<file path="config.mk">
export PLATFORM = sky130hd
export DESIGN_NAME = ntm_matrix_fixed_multiplier
export DESIGN_NICKNAME = d
export VERILOG_FILES = /design/src/ntm_fixed_pkg.sv /design/src/ntm_fixed_mul_lane.sv /design/src/ntm_matrix_dispatch.sv /design/src/ntm_matrix_collect.sv /design/src/ntm_matrix_fixed_multiplier.sv
export SDC_FILE = /design/constraint.sdc
export NUM_CORES = 1
export LEC_CHECK = 0
export BUFFER_PORTS_ARGS = -buffer_cell sky130_fd_sc_hd__buf_2
export CORE_ASPECT_RATIO = 1.75
export CORE_MARGIN = 5
export CORE_UTILIZATION = 58
export DETAILED_ROUTE_END_ITERATION = 10
export GPL_ROUTABILITY_DRIVEN = 1
export GPL_TIMING_DRIVEN = 0
export PLACE_DENSITY = 0.74
export SYNTH_ARGS = -nofsm -noshare
export SYNTH_HDL_FRONTEND = slang
export SYNTH_HIERARCHICAL = 1
export SYNTH_SLANG_ARGS = --single-unit
</file>
<file path="constraint.sdc">
create_clock -name CLK -period 4.55 [get_ports CLK]
set_input_delay 0.455 -clock CLK [delete_from_list [all_inputs] [get_ports CLK]]
set_output_delay 0.455 -clock CLK [all_outputs]
set_load 0.005 [all_outputs]
</file>
<file path="src/ntm_fixed_pkg.sv">
package ntm_fixed_pkg;

  ////////////////////////////////////////////////////////////////////////////
  // Data types
  ////////////////////////////////////////////////////////////////////////////

  // Signed fixed-point operand and result
  // Binary point set by FRAC_BITS at the top level
  typedef logic signed [15:0] fixed_t;

  // Full-precision product before rounding and scaling
  typedef logic signed [31:0] product_t;

  // Matrix size or index, sizes 1 to 255
  typedef logic [7:0] dim_t;

  ////////////////////////////////////////////////////////////////////////////
  // Control types
  ////////////////////////////////////////////////////////////////////////////

  // Dispatcher FSM
  typedef enum logic [1:0] {
    ST_IDLE,    // waiting for start
    ST_STREAM,  // taking A/B pairs
    ST_DRAIN    // all pairs taken, waiting for credits to come home
  } dispatch_state_e;

endpackage

</file>
<file path="src/ntm_fixed_mul_lane.sv">
`timescale 1ns/100ps

module ntm_fixed_mul_lane
  import ntm_fixed_pkg::*;
#(
  parameter int LANE_DEPTH = 4,
  parameter int FRAC_BITS  = 8
) (
  input  logic   CLK,
  input  logic   RST,
  input  logic   push,
  input  fixed_t a,
  input  fixed_t b,
  input  logic   row_end,
  input  logic   last,
  input  logic   pop,
  output logic   nonempty,
  output fixed_t data,
  output logic   row_end_q,
  output logic   last_q
);

  localparam int AW = (LANE_DEPTH > 1) ? $clog2(LANE_DEPTH) : 1;
  localparam int CW = $clog2(LANE_DEPTH + 1);

  // Half an output LSB for round half up
  localparam product_t HALF_LSB = product_t'((2 ** FRAC_BITS) / 2);
  localparam fixed_t   FIX_MAX  = {1'b0, {($bits(fixed_t) - 1){1'b1}}};
  localparam fixed_t   FIX_MIN  = {1'b1, {($bits(fixed_t) - 1){1'b0}}};

  logic          mul_valid;
  product_t      mul_prod;
  logic          mul_row_end;
  logic          mul_last;
  product_t      prod_round;
  product_t      prod_shift;
  fixed_t        prod_sat;
  fixed_t        mem_data    [LANE_DEPTH];
  logic          mem_row_end [LANE_DEPTH];
  logic          mem_last    [LANE_DEPTH];
  logic [AW-1:0] wr_ptr;
  logic [AW-1:0] rd_ptr;
  logic [CW-1:0] count;

  ////////////////////////////////////////////////////////////////////////////
  // Multiply stage
  ////////////////////////////////////////////////////////////////////////////

  always_ff @(posedge CLK or posedge RST) begin
    if (RST) begin
      mul_valid <= 1'b0;
    end else begin
      mul_valid <= push;
    end
  end

  // Full 32-bit signed product with its tags
  always_ff @(posedge CLK) begin
    if (push) begin
      mul_prod    <= product_t'(a) * product_t'(b);
      mul_row_end <= row_end;
      mul_last    <= last;
    end
  end

  // Round, scale back by FRAC_BITS, clamp to fixed_t
  always_comb begin
    prod_round = mul_prod + HALF_LSB;
    prod_shift = prod_round >>> FRAC_BITS;
    if (prod_shift > product_t'(FIX_MAX)) begin
      prod_sat = FIX_MAX;
    end else if (prod_shift < product_t'(FIX_MIN)) begin
      prod_sat = FIX_MIN;
    end else begin
      prod_sat = fixed_t'(prod_shift);
    end
  end

  ////////////////////////////////////////////////////////////////////////////
  // Result FIFO
  ////////////////////////////////////////////////////////////////////////////

  always_ff @(posedge CLK) begin
    if (mul_valid) begin
      mem_data[wr_ptr]    <= prod_sat;
      mem_row_end[wr_ptr] <= mul_row_end;
      mem_last[wr_ptr]    <= mul_last;
    end
  end

  always_ff @(posedge CLK or posedge RST) begin
    if (RST) begin
      wr_ptr <= '0;
      rd_ptr <= '0;
      count  <= '0;
    end else begin
      if (mul_valid) begin
        wr_ptr <= (wr_ptr == AW'(LANE_DEPTH - 1)) ? '0 : wr_ptr + 1'b1;
      end
      if (pop) begin
        rd_ptr <= (rd_ptr == AW'(LANE_DEPTH - 1)) ? '0 : rd_ptr + 1'b1;
      end
      count <= count + CW'(mul_valid) - CW'(pop);
    end
  end

  // Show-ahead read
  assign nonempty  = (count != '0);
  assign data      = mem_data[rd_ptr];
  assign row_end_q = mem_row_end[rd_ptr];
  assign last_q    = mem_last[rd_ptr];

  // Dispatcher credits keep the FIFO from overflowing
  a_no_overflow: assert property (@(posedge CLK) disable iff (RST)
    mul_valid |-> (count != CW'(LANE_DEPTH)));
  a_no_underflow: assert property (@(posedge CLK) disable iff (RST)
    pop |-> nonempty);

endmodule

</file>
<file path="src/ntm_matrix_dispatch.sv">
`timescale 1ns/100ps

module ntm_matrix_dispatch
  import ntm_fixed_pkg::*;
#(
  parameter int LANES      = 4,
  parameter int LANE_DEPTH = 4
) (
  input  logic             CLK,
  input  logic             RST,
  input  logic             start,
  input  dim_t             size_i,
  input  dim_t             size_j,
  input  logic             in_enable,
  input  fixed_t           data_a,
  input  fixed_t           data_b,
  input  logic [LANES-1:0] credit_return,
  output logic             busy,
  output logic             in_ready,
  output logic [LANES-1:0] lane_push,
  output fixed_t           lane_a,
  output fixed_t           lane_b,
  output logic             lane_row_end,
  output logic             lane_last
);

  localparam int PTR_W = (LANES > 1) ? $clog2(LANES) : 1;
  localparam int CNT_W = $clog2(LANE_DEPTH + 1);

  dispatch_state_e  state;
  dim_t             size_i_q;
  dim_t             size_j_q;
  dim_t             idx_i;
  dim_t             idx_j;
  logic [PTR_W-1:0] lane_ptr;
  logic [CNT_W-1:0] credit      [LANES];
  logic [CNT_W-1:0] credit_next [LANES];
  logic             take;
  logic             all_home;

  ////////////////////////////////////////////////////////////////////////////
  // Input handshake and lane selection
  ////////////////////////////////////////////////////////////////////////////

  assign busy     = (state != ST_IDLE);
  assign in_ready = (state == ST_STREAM) && (credit[lane_ptr] != '0);
  assign take     = in_enable && in_ready;

  // Operands go straight onto the shared lane buses
  assign lane_a = data_a;
  assign lane_b = data_b;

  // Tags from the current indices
  assign lane_row_end = (idx_j == dim_t'(size_j_q - 1'b1));
  assign lane_last    = lane_row_end && (idx_i == dim_t'(size_i_q - 1'b1));

  always_comb begin
    all_home = 1'b1;
    for (int k = 0; k < LANES; k++) begin
      // One-hot push to the lane under the pointer
      lane_push[k]   = take && (lane_ptr == PTR_W'(k));
      // Push and return may coincide
      credit_next[k] = credit[k] - CNT_W'(lane_push[k]) + CNT_W'(credit_return[k]);
      if (credit_next[k] != CNT_W'(LANE_DEPTH)) begin
        all_home = 1'b0;
      end
    end
  end

  ////////////////////////////////////////////////////////////////////////////
  // FSM and index walker
  ////////////////////////////////////////////////////////////////////////////

  always_ff @(posedge CLK or posedge RST) begin
    if (RST) begin
      state    <= ST_IDLE;
      idx_i    <= '0;
      idx_j    <= '0;
      lane_ptr <= '0;
    end else begin
      case (state)
        ST_IDLE: begin
          if (start) begin
            idx_i <= '0;
            idx_j <= '0;
            state <= ST_STREAM;
          end
        end
        ST_STREAM: begin
          if (take) begin
            if (lane_last) begin
              state <= ST_DRAIN;
            end else if (lane_row_end) begin
              idx_i <= idx_i + 1'b1;
              idx_j <= '0;
            end else begin
              idx_j <= idx_j + 1'b1;
            end
          end
        end
        // Leave once the credit of the last pair is back
        ST_DRAIN: begin
          if (all_home) begin
            state <= ST_IDLE;
          end
        end
        default: state <= ST_IDLE;
      endcase
      // Round robin over lanes, kept across matrices
      if (take) begin
        lane_ptr <= (lane_ptr == PTR_W'(LANES - 1)) ? '0 : lane_ptr + 1'b1;
      end
    end
  end

  // Sizes held for the whole matrix
  always_ff @(posedge CLK) begin
    if ((state == ST_IDLE) && start) begin
      size_i_q <= size_i;
      size_j_q <= size_j;
    end
  end

  // Credit counters, full after reset
  always_ff @(posedge CLK or posedge RST) begin
    if (RST) begin
      for (int k = 0; k < LANES; k++) begin
        credit[k] <= CNT_W'(LANE_DEPTH);
      end
    end else begin
      for (int k = 0; k < LANES; k++) begin
        credit[k] <= credit_next[k];
      end
    end
  end

  // Credit checks per lane
  for (genvar k = 0; k < LANES; k++) begin : g_credit_chk
    a_push_needs_credit: assert property (@(posedge CLK) disable iff (RST)
      lane_push[k] |-> (credit[k] != '0));
    // Collector never returns more than was pushed
    a_credit_bound: assert property (@(posedge CLK) disable iff (RST)
      credit[k] <= CNT_W'(LANE_DEPTH));
  end

endmodule

</file>
<file path="src/ntm_matrix_collect.sv">
`timescale 1ns/100ps

module ntm_matrix_collect
  import ntm_fixed_pkg::*;
#(
  parameter int LANES = 4
) (
  input  logic             CLK,
  input  logic             RST,
  input  logic [LANES-1:0] lane_nonempty,
  input  fixed_t           lane_data [LANES],
  input  logic [LANES-1:0] lane_row_end_q,
  input  logic [LANES-1:0] lane_last_q,
  input  logic             out_ready,
  output logic [LANES-1:0] lane_pop,
  output logic [LANES-1:0] credit_return,
  output logic             out_enable,
  output fixed_t           out_data,
  output logic             out_row_end,
  output logic             out_last
);

  localparam int PTR_W = (LANES > 1) ? $clog2(LANES) : 1;

  logic [PTR_W-1:0] lane_ptr;
  logic [PTR_W-1:0] out_src;
  logic             out_free;
  logic             out_taken;
  logic             pop_now;

  ////////////////////////////////////////////////////////////////////////////
  // Pop and credit decode
  ////////////////////////////////////////////////////////////////////////////

  assign out_taken = out_enable && out_ready;
  // Output register empty or leaving this cycle
  assign out_free  = !out_enable || out_ready;
  // Wait on the lane in order, never skip ahead
  assign pop_now   = lane_nonempty[lane_ptr] && out_free;

  always_comb begin
    for (int k = 0; k < LANES; k++) begin
      lane_pop[k]      = pop_now && (lane_ptr == PTR_W'(k));
      // Credit goes home when the entry leaves the output register
      credit_return[k] = out_taken && (out_src == PTR_W'(k));
    end
  end

  ////////////////////////////////////////////////////////////////////////////
  // Output register
  ////////////////////////////////////////////////////////////////////////////

  always_ff @(posedge CLK or posedge RST) begin
    if (RST) begin
      out_enable <= 1'b0;
      lane_ptr   <= '0;
      out_src    <= '0;
    end else begin
      if (pop_now) begin
        out_enable <= 1'b1;
        out_src    <= lane_ptr;
        // Same rotation as the dispatcher
        lane_ptr   <= (lane_ptr == PTR_W'(LANES - 1)) ? '0 : lane_ptr + 1'b1;
      end else if (out_ready) begin
        out_enable <= 1'b0;
      end
    end
  end

  // Result and tags
  always_ff @(posedge CLK) begin
    if (pop_now) begin
      out_data    <= lane_data[lane_ptr];
      out_row_end <= lane_row_end_q[lane_ptr];
      out_last    <= lane_last_q[lane_ptr];
    end
  end

  // Held output stays put until the sink takes it
  a_out_hold: assert property (@(posedge CLK) disable iff (RST)
    (out_enable && !out_ready) |=> (out_enable && $stable(out_data)
      && $stable(out_row_end) && $stable(out_last)));

endmodule

</file>
<file path="src/ntm_matrix_fixed_multiplier.sv">
`timescale 1ns/100ps

module ntm_matrix_fixed_multiplier
  import ntm_fixed_pkg::*;
#(
  parameter int LANES      = 4,
  parameter int LANE_DEPTH = 4,
  parameter int FRAC_BITS  = 8
) (
  input  logic   CLK,
  input  logic   RST,
  input  logic   start,
  input  dim_t   size_i,
  input  dim_t   size_j,
  input  logic   in_enable,
  input  fixed_t data_a,
  input  fixed_t data_b,
  input  logic   out_ready,
  output logic   busy,
  output logic   in_ready,
  output logic   out_enable,
  output fixed_t out_data,
  output logic   out_row_end,
  output logic   out_last
);

  // Dispatcher to lanes
  logic [LANES-1:0] lane_push;
  fixed_t           lane_a;
  fixed_t           lane_b;
  logic             lane_row_end;
  logic             lane_last;

  // Lanes to collector and back
  logic [LANES-1:0] lane_pop;
  logic [LANES-1:0] lane_nonempty;
  fixed_t           lane_data [LANES];
  logic [LANES-1:0] lane_row_end_q;
  logic [LANES-1:0] lane_last_q;
  logic [LANES-1:0] credit_return;

  ////////////////////////////////////////////////////////////////////////////
  // Dispatcher
  ////////////////////////////////////////////////////////////////////////////

  ntm_matrix_dispatch #(
    .LANES     (LANES),
    .LANE_DEPTH(LANE_DEPTH)
  ) i_dispatch (
    .CLK          (CLK),
    .RST          (RST),
    .start        (start),
    .size_i       (size_i),
    .size_j       (size_j),
    .in_enable    (in_enable),
    .data_a       (data_a),
    .data_b       (data_b),
    .credit_return(credit_return),
    .busy         (busy),
    .in_ready     (in_ready),
    .lane_push    (lane_push),
    .lane_a       (lane_a),
    .lane_b       (lane_b),
    .lane_row_end (lane_row_end),
    .lane_last    (lane_last)
  );

  ////////////////////////////////////////////////////////////////////////////
  // Multiplier lanes
  ////////////////////////////////////////////////////////////////////////////

  for (genvar k = 0; k < LANES; k++) begin : g_lane
    ntm_fixed_mul_lane #(
      .LANE_DEPTH(LANE_DEPTH),
      .FRAC_BITS (FRAC_BITS)
    ) i_lane (
      .CLK      (CLK),
      .RST      (RST),
      .push     (lane_push[k]),
      .a        (lane_a),
      .b        (lane_b),
      .row_end  (lane_row_end),
      .last     (lane_last),
      .pop      (lane_pop[k]),
      .nonempty (lane_nonempty[k]),
      .data     (lane_data[k]),
      .row_end_q(lane_row_end_q[k]),
      .last_q   (lane_last_q[k])
    );
  end

  ////////////////////////////////////////////////////////////////////////////
  // Collector
  ////////////////////////////////////////////////////////////////////////////

  ntm_matrix_collect #(
    .LANES(LANES)
  ) i_collect (
    .CLK           (CLK),
    .RST           (RST),
    .lane_nonempty (lane_nonempty),
    .lane_data     (lane_data),
    .lane_row_end_q(lane_row_end_q),
    .lane_last_q   (lane_last_q),
    .out_ready     (out_ready),
    .lane_pop      (lane_pop),
    .credit_return (credit_return),
    .out_enable    (out_enable),
    .out_data      (out_data),
    .out_row_end   (out_row_end),
    .out_last      (out_last)
  );

endmodule

</file>
# Yosys cells after proc, flatten, opt, wreduce, memory -nomap -nowiden
# Memories as Yosys holds them, arrays and structs flattened.
# Cells that the tools add are included.
# op_classes
add_sub_neg	34
multipliers	1
magnitude_cmp	11
n_eq_ne	31
muxes	58
bitwise_logic	2
n_reduce_logical	35
# op_table
operator	count
16-bit two-way mux	10
32-bit by 9-bit adder with 32-bit output, second input constant	4
24-bit by 16-bit greater-than comparator with 1-bit output, second input constant	4
24-bit by 16-bit < comparator with 1-bit output, second input constant	4
8-bit two-way mux	7
16-bit binary-select mux with 2-bit select	1
16-bit by 16-bit multiplier with 32-bit output	1
8-bit case mux with 2 select lines	2
2-bit == test, second input constant	15
2-bit two-way mux	14
3-bit by 1-bit adder with 3-bit output	8
3-bit by 1-bit subtractor with 3-bit output	8
2-bit by 1-bit adder with 2-bit output, second input constant	10
1-bit logical AND	18
1-bit two-way mux	17
8-bit by 1-bit adder with 8-bit output, second input constant	2
8-bit == test	2
8-bit by 1-bit subtractor with 8-bit output, second input constant	2
3-bit nonzero test	5
3-bit inequality test, second input constant	4
2-bit by 1-bit == test with 1-bit output, second input constant	4
2-bit logical NOT	4
2-bit by 1-bit inequality test with 1-bit output, second input constant	4
4-bit AND reduction	2
12 further kinds	20
# word_totals
regBits	239
ramBits	288
input_bits	53
output_inout_bits	21
wordCells	228
memories	12
# mem_list
name	words	width	read_ports	rd_ports_with_merged_regs	write_ports	line	rtl
g_lane[0].i_lane.mem_data	4	16	1	0	1	ntm_fixed_mul_lane.sv:38	fixed_t mem_data [LANE_DEPTH];
g_lane[1].i_lane.mem_data	4	16	1	0	1	ntm_fixed_mul_lane.sv:38	
g_lane[2].i_lane.mem_data	4	16	1	0	1	ntm_fixed_mul_lane.sv:38	
g_lane[3].i_lane.mem_data	4	16	1	0	1	ntm_fixed_mul_lane.sv:38	
g_lane[0].i_lane.mem_last	4	1	1	0	1	ntm_fixed_mul_lane.sv:40	logic mem_last [LANE_DEPTH];
g_lane[0].i_lane.mem_row_end	4	1	1	0	1	ntm_fixed_mul_lane.sv:39	logic mem_row_end [LANE_DEPTH];
+6 memories	--	--	--	--	--	--	

# Logic depth before layout (Yosys ltp)
# logic_depth
depth_word	17
depth_mapped	24
mapped_depth_nobuf	22

# Modules after synthesis
# The synthesis kept the hierarchy.
# modules_own_cells
mod	instances	cells_per_inst	area_each_um2	seq_area_each_um2
ntm_fixed_mul_lane (g_lane[1].i_lane)	1	1359	14285.0	3173.0
ntm_fixed_mul_lane (g_lane[0].i_lane)	1	1352	14183.6	3173.0
ntm_fixed_mul_lane (g_lane[2].i_lane)	1	1294	14023.4	3173.0
ntm_fixed_mul_lane (g_lane[3].i_lane)	1	1306	14020.9	3173.0
ntm_matrix_dispatch	1	306	3148.0	1286.2
ntm_matrix_collect	1	80	1367.6	665.6

# Worst setup path before layout
# OpenSTA, ideal clock, no wires.
# synth_path
path_type	input to register
start	in data_b[1]
end	reg g_lane[2].i_lane.mul_prod[29], data pin
setup_time_ps	278
t_arrival_ps	6629
required_ps	4272
slack_ps	-2357
stages	22
n_path_buf	2
path_cell_list	buf_4 -> clkbuf_1 -> nand2_1 -> inv_1 -> fa_1 -> fa_1 -> inv_1 -> fa_1 -> inv_1 -> fa_1 -> fa_1 -> inv_1 -> fa_1 -> inv_1 -> ha_1 -> and2_1 -> a2111oi_0 -> a221oi_1 -> a221o_1 -> a31o_2 -> o311ai_0 -> a221oi_1
# synth_via
elab_chain_cells	1
# synth_lines
element	line	rtl
from (decl)	ntm_matrix_fixed_multiplier.sv:17	input fixed_t data_b,
16-bit by 16-bit multiplier with 32-bit output	ntm_fixed_mul_lane.sv:60	mul_prod <= product_t'(a) * product_t'(b);
to (signal assigned)	ntm_fixed_mul_lane.sv:60	
to (decl)	ntm_fixed_mul_lane.sv:32	product_t mul_prod;
# Every way passes these cells.
# A chain may end at the register's enable or synchronous reset.

# Worst setup path after layout
# layout_path
start	in data_a[6]
end	reg g_lane[0].i_lane.mul_prod[30], data pin
# layout_via
elab_chain_cells	1
# layout_lines
element	line	rtl
from (decl)	ntm_matrix_fixed_multiplier.sv:16	input fixed_t data_a,
16-bit by 16-bit multiplier with 32-bit output	ntm_fixed_mul_lane.sv:60	
to (signal assigned)	ntm_fixed_mul_lane.sv:60	
to (decl)	ntm_fixed_mul_lane.sv:32	
# Every way passes these cells.

==> impl_results.html <==
<table>
<tr><th>Metric</th><th>Value</th></tr>
<tr><th colspan="2">Outcome</th></tr>
<tr><td>Run status</td><td>finished, violations left</td></tr>
<tr><td>Violated checks</td><td>negative setup slack</td></tr>
<tr><th colspan="2">CTS</th></tr>
<tr><td>Clock Pin Slew Worst Setup and Hold Paths</td><td>about 70 ps</td></tr>
<tr><td>CTS Sinks</td><td>499</td></tr>
<tr><td>Maximum root-to-sink buffer count</td><td>3</td></tr>
<tr><td>Buffer cell driving the clock tree root</td><td>sky130_fd_sc_hd__clkbuf_16</td></tr>
<tr><td>Clock tree from TritonCTS</td><td>built</td></tr>
<tr><td>Number of levels the H-tree was split into</td><td>2</td></tr>
<tr><td>Total clock buffers created by CTS</td><td>between 40 and 50</td></tr>
<tr><td>Insertion delay to the later sink of the worst-skew pair</td><td>around 610 ps</td></tr>
<tr><th colspan="2">Logic synthesis</th></tr>
<tr><td>Post-Synthesis Cells</td><td>between 5,000 and 6,000</td></tr>
<tr><td>Share of flip-flops with an asynchronous set or reset after synthesis</td><td>roughly 14%</td></tr>
<tr><td>Leading cell types by total area after synthesis</td><td>sky130_fd_sc_hd__fa_1, sky130_fd_sc_hd__edfxtp_1, sky130_fd_sc_hd__inv_1</td></tr>
<tr><td>Yosys synthesis warning count</td><td>6</td></tr>
<tr><td>Synthesis-stage register bit count</td><td>499</td></tr>
<tr><td>Adder-cell area share of the yosys netlist</td><td>a little over two fifths</td></tr>
<tr><td>Area share of the leading cell type in the synthesized netlist</td><td>between 30% and 40%</td></tr>
<tr><td>Compound-gate portion of the synthesized area</td><td>under 10%</td></tr>
<tr><td>Post-synthesis net count</td><td>a little over 7,000</td></tr>
<tr><td>Number of enable-type register cells in the synthesized netlist</td><td>430</td></tr>
<tr><td>Distinct cells, synth</td><td>between 100 and 150</td></tr>
<tr><td>Portion of netlist area occupied by mux cells</td><td>approximately 3.7%</td></tr>
<tr><td>Netlist Area Pre-Place</td><td>61,000 um2</td></tr>
<tr><td>Combinational family with the most area after synthesis</td><td>adder cells</td></tr>
<tr><td>Simple-Gate Fraction of Synth Area</td><td>13.5%</td></tr>
<tr><td>Commonest register cell after synthesis</td><td>sky130_fd_sc_hd__edfxtp_1</td></tr>
<tr><td>Parity-gate share of the synthesized area counting xor and xnor cells</td><td>under 10%</td></tr>
<tr><td>Biggest area consumer among synthesized cells</td><td>sky130_fd_sc_hd__fa_1</td></tr>
<tr><td>Mean cell area of the mapped netlist</td><td>10.7 um2</td></tr>
<tr><td>Sequential cell area fraction in the yosys report</td><td>a little under a quarter</td></tr>
<tr><th colspan="2">Die</th></tr>
<tr><td>Placeable Area</td><td>about 100,000 um2</td></tr>
<tr><td>Num ports</td><td>74</td></tr>
<tr><td>Row Count</td><td>157</td></tr>
<tr><td>Vert. Die Dim</td><td>between 400 and 500 um</td></tr>
<tr><td>Die area</td><td>112,000 um2</td></tr>
<tr><td>Starting density of the core</td><td>around 58%</td></tr>
<tr><td>Overall die width</td><td>255 um</td></tr>
<tr><th colspan="2">GRT</th></tr>
<tr><td>Final global-route overflow total</td><td>0</td></tr>
<tr><td>Global-route wire length before repair</td><td>271,000 um</td></tr>
<tr><td>Number of global-route vias before repair</td><td>between 40,000 and 50,000</td></tr>
<tr><td>Combined global-route utilization of all metal layers</td><td>between 30% and 40%</td></tr>
<tr><td>Maximum number of pins on one net before global-route repair</td><td>33</td></tr>
<tr><td>Number of antenna violations at the first check in global routing</td><td>11</td></tr>
<tr><th colspan="2">Routing</th></tr>
<tr><td>Routed wire length</td><td>~180,000 um</td></tr>
<tr><td>Vias post-DR</td><td>between 40,000 and 50,000</td></tr>
<tr><td>Final ANT Viol Nets</td><td>0</td></tr>
<tr><td>Detailed-route wire length per cell</td><td>about 24 um</td></tr>
<tr><td>Remaining DRCs</td><td>0</td></tr>
<tr><td>Vias per cell</td><td>5.83</td></tr>
<tr><td>First-pass iteration count of the detailed router</td><td>6</td></tr>
<tr><td>Count of routing violations after the opening detailed-route iteration</td><td>2,960</td></tr>
<tr><th colspan="2">Run</th></tr>
<tr><td>Maximum Capacitance Violations</td><td>0</td></tr>
<tr><th colspan="2">Finish</th></tr>
<tr><td># nets final</td><td>~7,500</td></tr>
<tr><td>Most common cell after layout, fill and taps aside</td><td>sky130_fd_sc_hd__inv_1</td></tr>
<tr><td>Share of post-route cells with drive strength above 1</td><td>between 20% and 30%</td></tr>
<tr><td>Number of fillers in the final layout</td><td>between 7,000 and 8,000</td></tr>
<tr><td>Area delta synth-&gt;final</td><td>19.2%</td></tr>
<tr><td>Most frequent cells in the layout</td><td>sky130_fd_sc_hd__inv_1, sky130_fd_sc_hd__fa_1, sky130_fd_sc_hd__nand2_1, sky130_fd_sc_hd__and2_1, sky130_fd_sc_hd__edfxtp_1</td></tr>
<tr><th colspan="2">Worst setup path</th></tr>
<tr><td>Largest fanout of any net on the critical path</td><td>14</td></tr>
<tr><td>CP peak stage delay</td><td>roughly 620 ps</td></tr>
<tr><td>Data arrival time of the critical path</td><td>roughly 6100 ps</td></tr>
<tr><td>Setup Crit Path Kind</td><td>in -&gt; reg</td></tr>
<tr><td>Critical path launch point type</td><td>primary input</td></tr>
<tr><td>Crit end category</td><td>flop</td></tr>
<tr><td>Crit-path most repeated cell</td><td>sky130_fd_sc_hd__fa_1</td></tr>
<tr><td>Critical path's slowest cell</td><td>sky130_fd_sc_hd__fa_1</td></tr>
<tr><td>Critical Path, Cell by Cell</td><td>buf_16, clkbuf_8, nor2_1, fa_1, fa_1, fa_1, fa_1, fa_1, inv_1, fa_1, inv_1, ha_4, a22o_1, nor3_4, a221oi_2, a221oi_2, o21ai_4, buf_4, buf_6, a211oi_4, xnor2_2</td></tr>
<tr><td>Endpoint required time on the critical path</td><td>slightly below 5000 ps</td></tr>
<tr><th colspan="2">STA</th></tr>
<tr><td>Worst Tran Pin Value</td><td>between 1000 and 1500 ps</td></tr>
<tr><td>Final-report max-slew violation count</td><td>0</td></tr>
<tr><td>Final worst slack</td><td>-1170 ps</td></tr>
<tr><td>Crit path time final</td><td>~5700 ps</td></tr>
<tr><td>Post-route clock period utilization</td><td>126%</td></tr>
<tr><td>Worst-case headroom to the max-slew limit</td><td>about a quarter</td></tr>
<tr><td>Skew final</td><td>18.5 ps</td></tr>
<tr><td>Setup-failing EPs final</td><td>84</td></tr>
<tr><td>Hold violation count in the final report</td><td>0</td></tr>
<tr><td>Setup repair after global routing missed its margin</td><td>true</td></tr>
<tr><td>Max Fclk</td><td>between 150 and 200 MHz</td></tr>
<tr><th colspan="2">Worst hold path</th></tr>
<tr><td>Worst hold path class</td><td>in -&gt; reg</td></tr>
<tr><th colspan="2">Place</th></tr>
<tr><td>Gpl congestion</td><td>0.928</td></tr>
<tr><td>Worst setup slack before clock tree synthesis</td><td>-2610 ps</td></tr>
<tr><td>HPWL Detailed</td><td>between 100,000 and 150,000 um</td></tr>
<tr><td>IO Port Bufs</td><td>between 40 and 50</td></tr>
</table>
-- critical path, delay by kind of cell --
kind,cells,cell delay [ps]
AO/OA/AOI/OAI,5,1000
XOR/XNOR,1,90
adder cells (fa/ha/maj),7,3360
buffers and inverters,6,730
AND/OR/NAND/NOR,2,410
-- sequential cells by signal, summed over array words and instances (netlist names), 12 cells and up --
name / cells
g_lane.i_lane/mem_data: 256
i_collect/out_data: 16
i_dispatch/credit: 12
g_lane.i_lane/count: 12
g_lane.i_lane/mem_row_end: 16
g_lane.i_lane/mem_last: 16
g_lane.i_lane/mul_prod: 100
-- final timing paths --
path	start	end	slack (ps)	depth (start not counted)
max reg2reg	i_dispatch/credit[8]	i_dispatch/state[1]	230	14
min in group asynchronous	RST	i_collect/out_src[0]	410	3
max in group asynchronous	RST	i_dispatch/credit[11]	3500	4
min	size_j[4]	i_dispatch/size_j_q[4]	30	1
max	data_a[6]	g_lane[0].i_lane/mul_prod[30]	-1170	21
min reg2reg	g_lane[1].i_lane/count[2]	g_lane[1].i_lane/count[2]	470	1
-- cells by family after synthesis --
kind of cell    count (synthesis)
flops                         499
buf+inv                      1539
mux                           112
simple gates                 1569
fa+ha+maj                    1420
xor+xnor                      219
compound gates                339
-- stage by stage --
stage	hold slack [ps]	util, %	area, um2	std cells	TNS [ps]
floorplan	234	-	62600	5697	-84060
global placement	453	61.7	64400	7089	-154220
detailed placement	458	61.7	64500	7089	-159030
CTS	0.388	68.3	71400	7385	-55970
global route	19.3	69.6	72700	7449	-75890
finish	28.4	69.6	72700	7457	-65810
-- synthesized netlist by cell type, types with 5 or more instances --
master	count
sky130_fd_sc_hd__a221oi_1	6
sky130_fd_sc_hd__mux4_2	91
sky130_fd_sc_hd__o21a_1	14
sky130_fd_sc_hd__and4_1	18
sky130_fd_sc_hd__nor4_1	8
sky130_fd_sc_hd__o311ai_0	5
sky130_fd_sc_hd__edfxtp_1	430
sky130_fd_sc_hd__a2bb2oi_1	7
sky130_fd_sc_hd__nand2b_1	44
sky130_fd_sc_hd__a31oi_1	17
sky130_fd_sc_hd__nor3b_1	6
sky130_fd_sc_hd__xnor2_1	144
sky130_fd_sc_hd__and3_1	25
sky130_fd_sc_hd__nand3_1	77
sky130_fd_sc_hd__a211oi_1	15
sky130_fd_sc_hd__ha_1	368
sky130_fd_sc_hd__o21ai_2	12
sky130_fd_sc_hd__nand2_1	569
sky130_fd_sc_hd__or3_1	20
sky130_fd_sc_hd__o211ai_1	7
sky130_fd_sc_hd__buf_4	33
sky130_fd_sc_hd__a211o_1	7
sky130_fd_sc_hd__o21ai_0	56
sky130_fd_sc_hd__fa_1	1052
sky130_fd_sc_hd__nand3b_1	5
sky130_fd_sc_hd__dfrtp_1	65
sky130_fd_sc_hd__buf_2	6
sky130_fd_sc_hd__mux2i_1	13
sky130_fd_sc_hd__a21o_1	17
sky130_fd_sc_hd__buf_6	9
sky130_fd_sc_hd__and2_1	503
sky130_fd_sc_hd__nor2b_1	14
sky130_fd_sc_hd__clkbuf_1	145
sky130_fd_sc_hd__inv_1	1338
sky130_fd_sc_hd__o2111ai_1	8
sky130_fd_sc_hd__o21ai_1	19
sky130_fd_sc_hd__a21oi_1	100
sky130_fd_sc_hd__xor2_1	74
sky130_fd_sc_hd__nand4_1	34
sky130_fd_sc_hd__nor2_1	133
sky130_fd_sc_hd__or2_2	9
sky130_fd_sc_hd__mux2_2	5
sky130_fd_sc_hd__nor3_1	49
-- repair_timing --
item	CTS	global route
gates cloned	32	1
buffers inserted	176	66
pin swaps	259	169
gates resized for setup	638	226
hold buffers	5	0
hold endpoints to repair	41	0
setup endpoints to repair	85	85
-- layer usage --
metal | up-vias | track usage, % | wire length [um]
met1 | 22190 | 33.4 | 55800
met2 | 2033 | 55.9 | 91000
met3 | 883 | 5.37 | 12000
met4 | 2 | 26.8 | 19500
li1 | 18400 | - | -
met5 | - | 0 | 18
-- cell type report --
cell class | count | area (um2) | area share [%]
sequential | 499 | 14600 | 20.1
clock buffer | 46 | 1150 | 1.58
tap | 1351 | 1690 | 2.32
timing repair buffer | 319 | 3490 | 4.81
inverter | 1339 | 5050 | 6.95
buffer | 196 | 3120 | 4.29
multi-input combinational | 3659 | 43100 | 59.3
antenna | 10 | 25.0 | 0.0344
clock inverter | 38 | 452 | 0.621
Power is left out: the tool's default activity adds up to more than one toggle a clock period on the data nets, which glitch-free logic cannot reach.
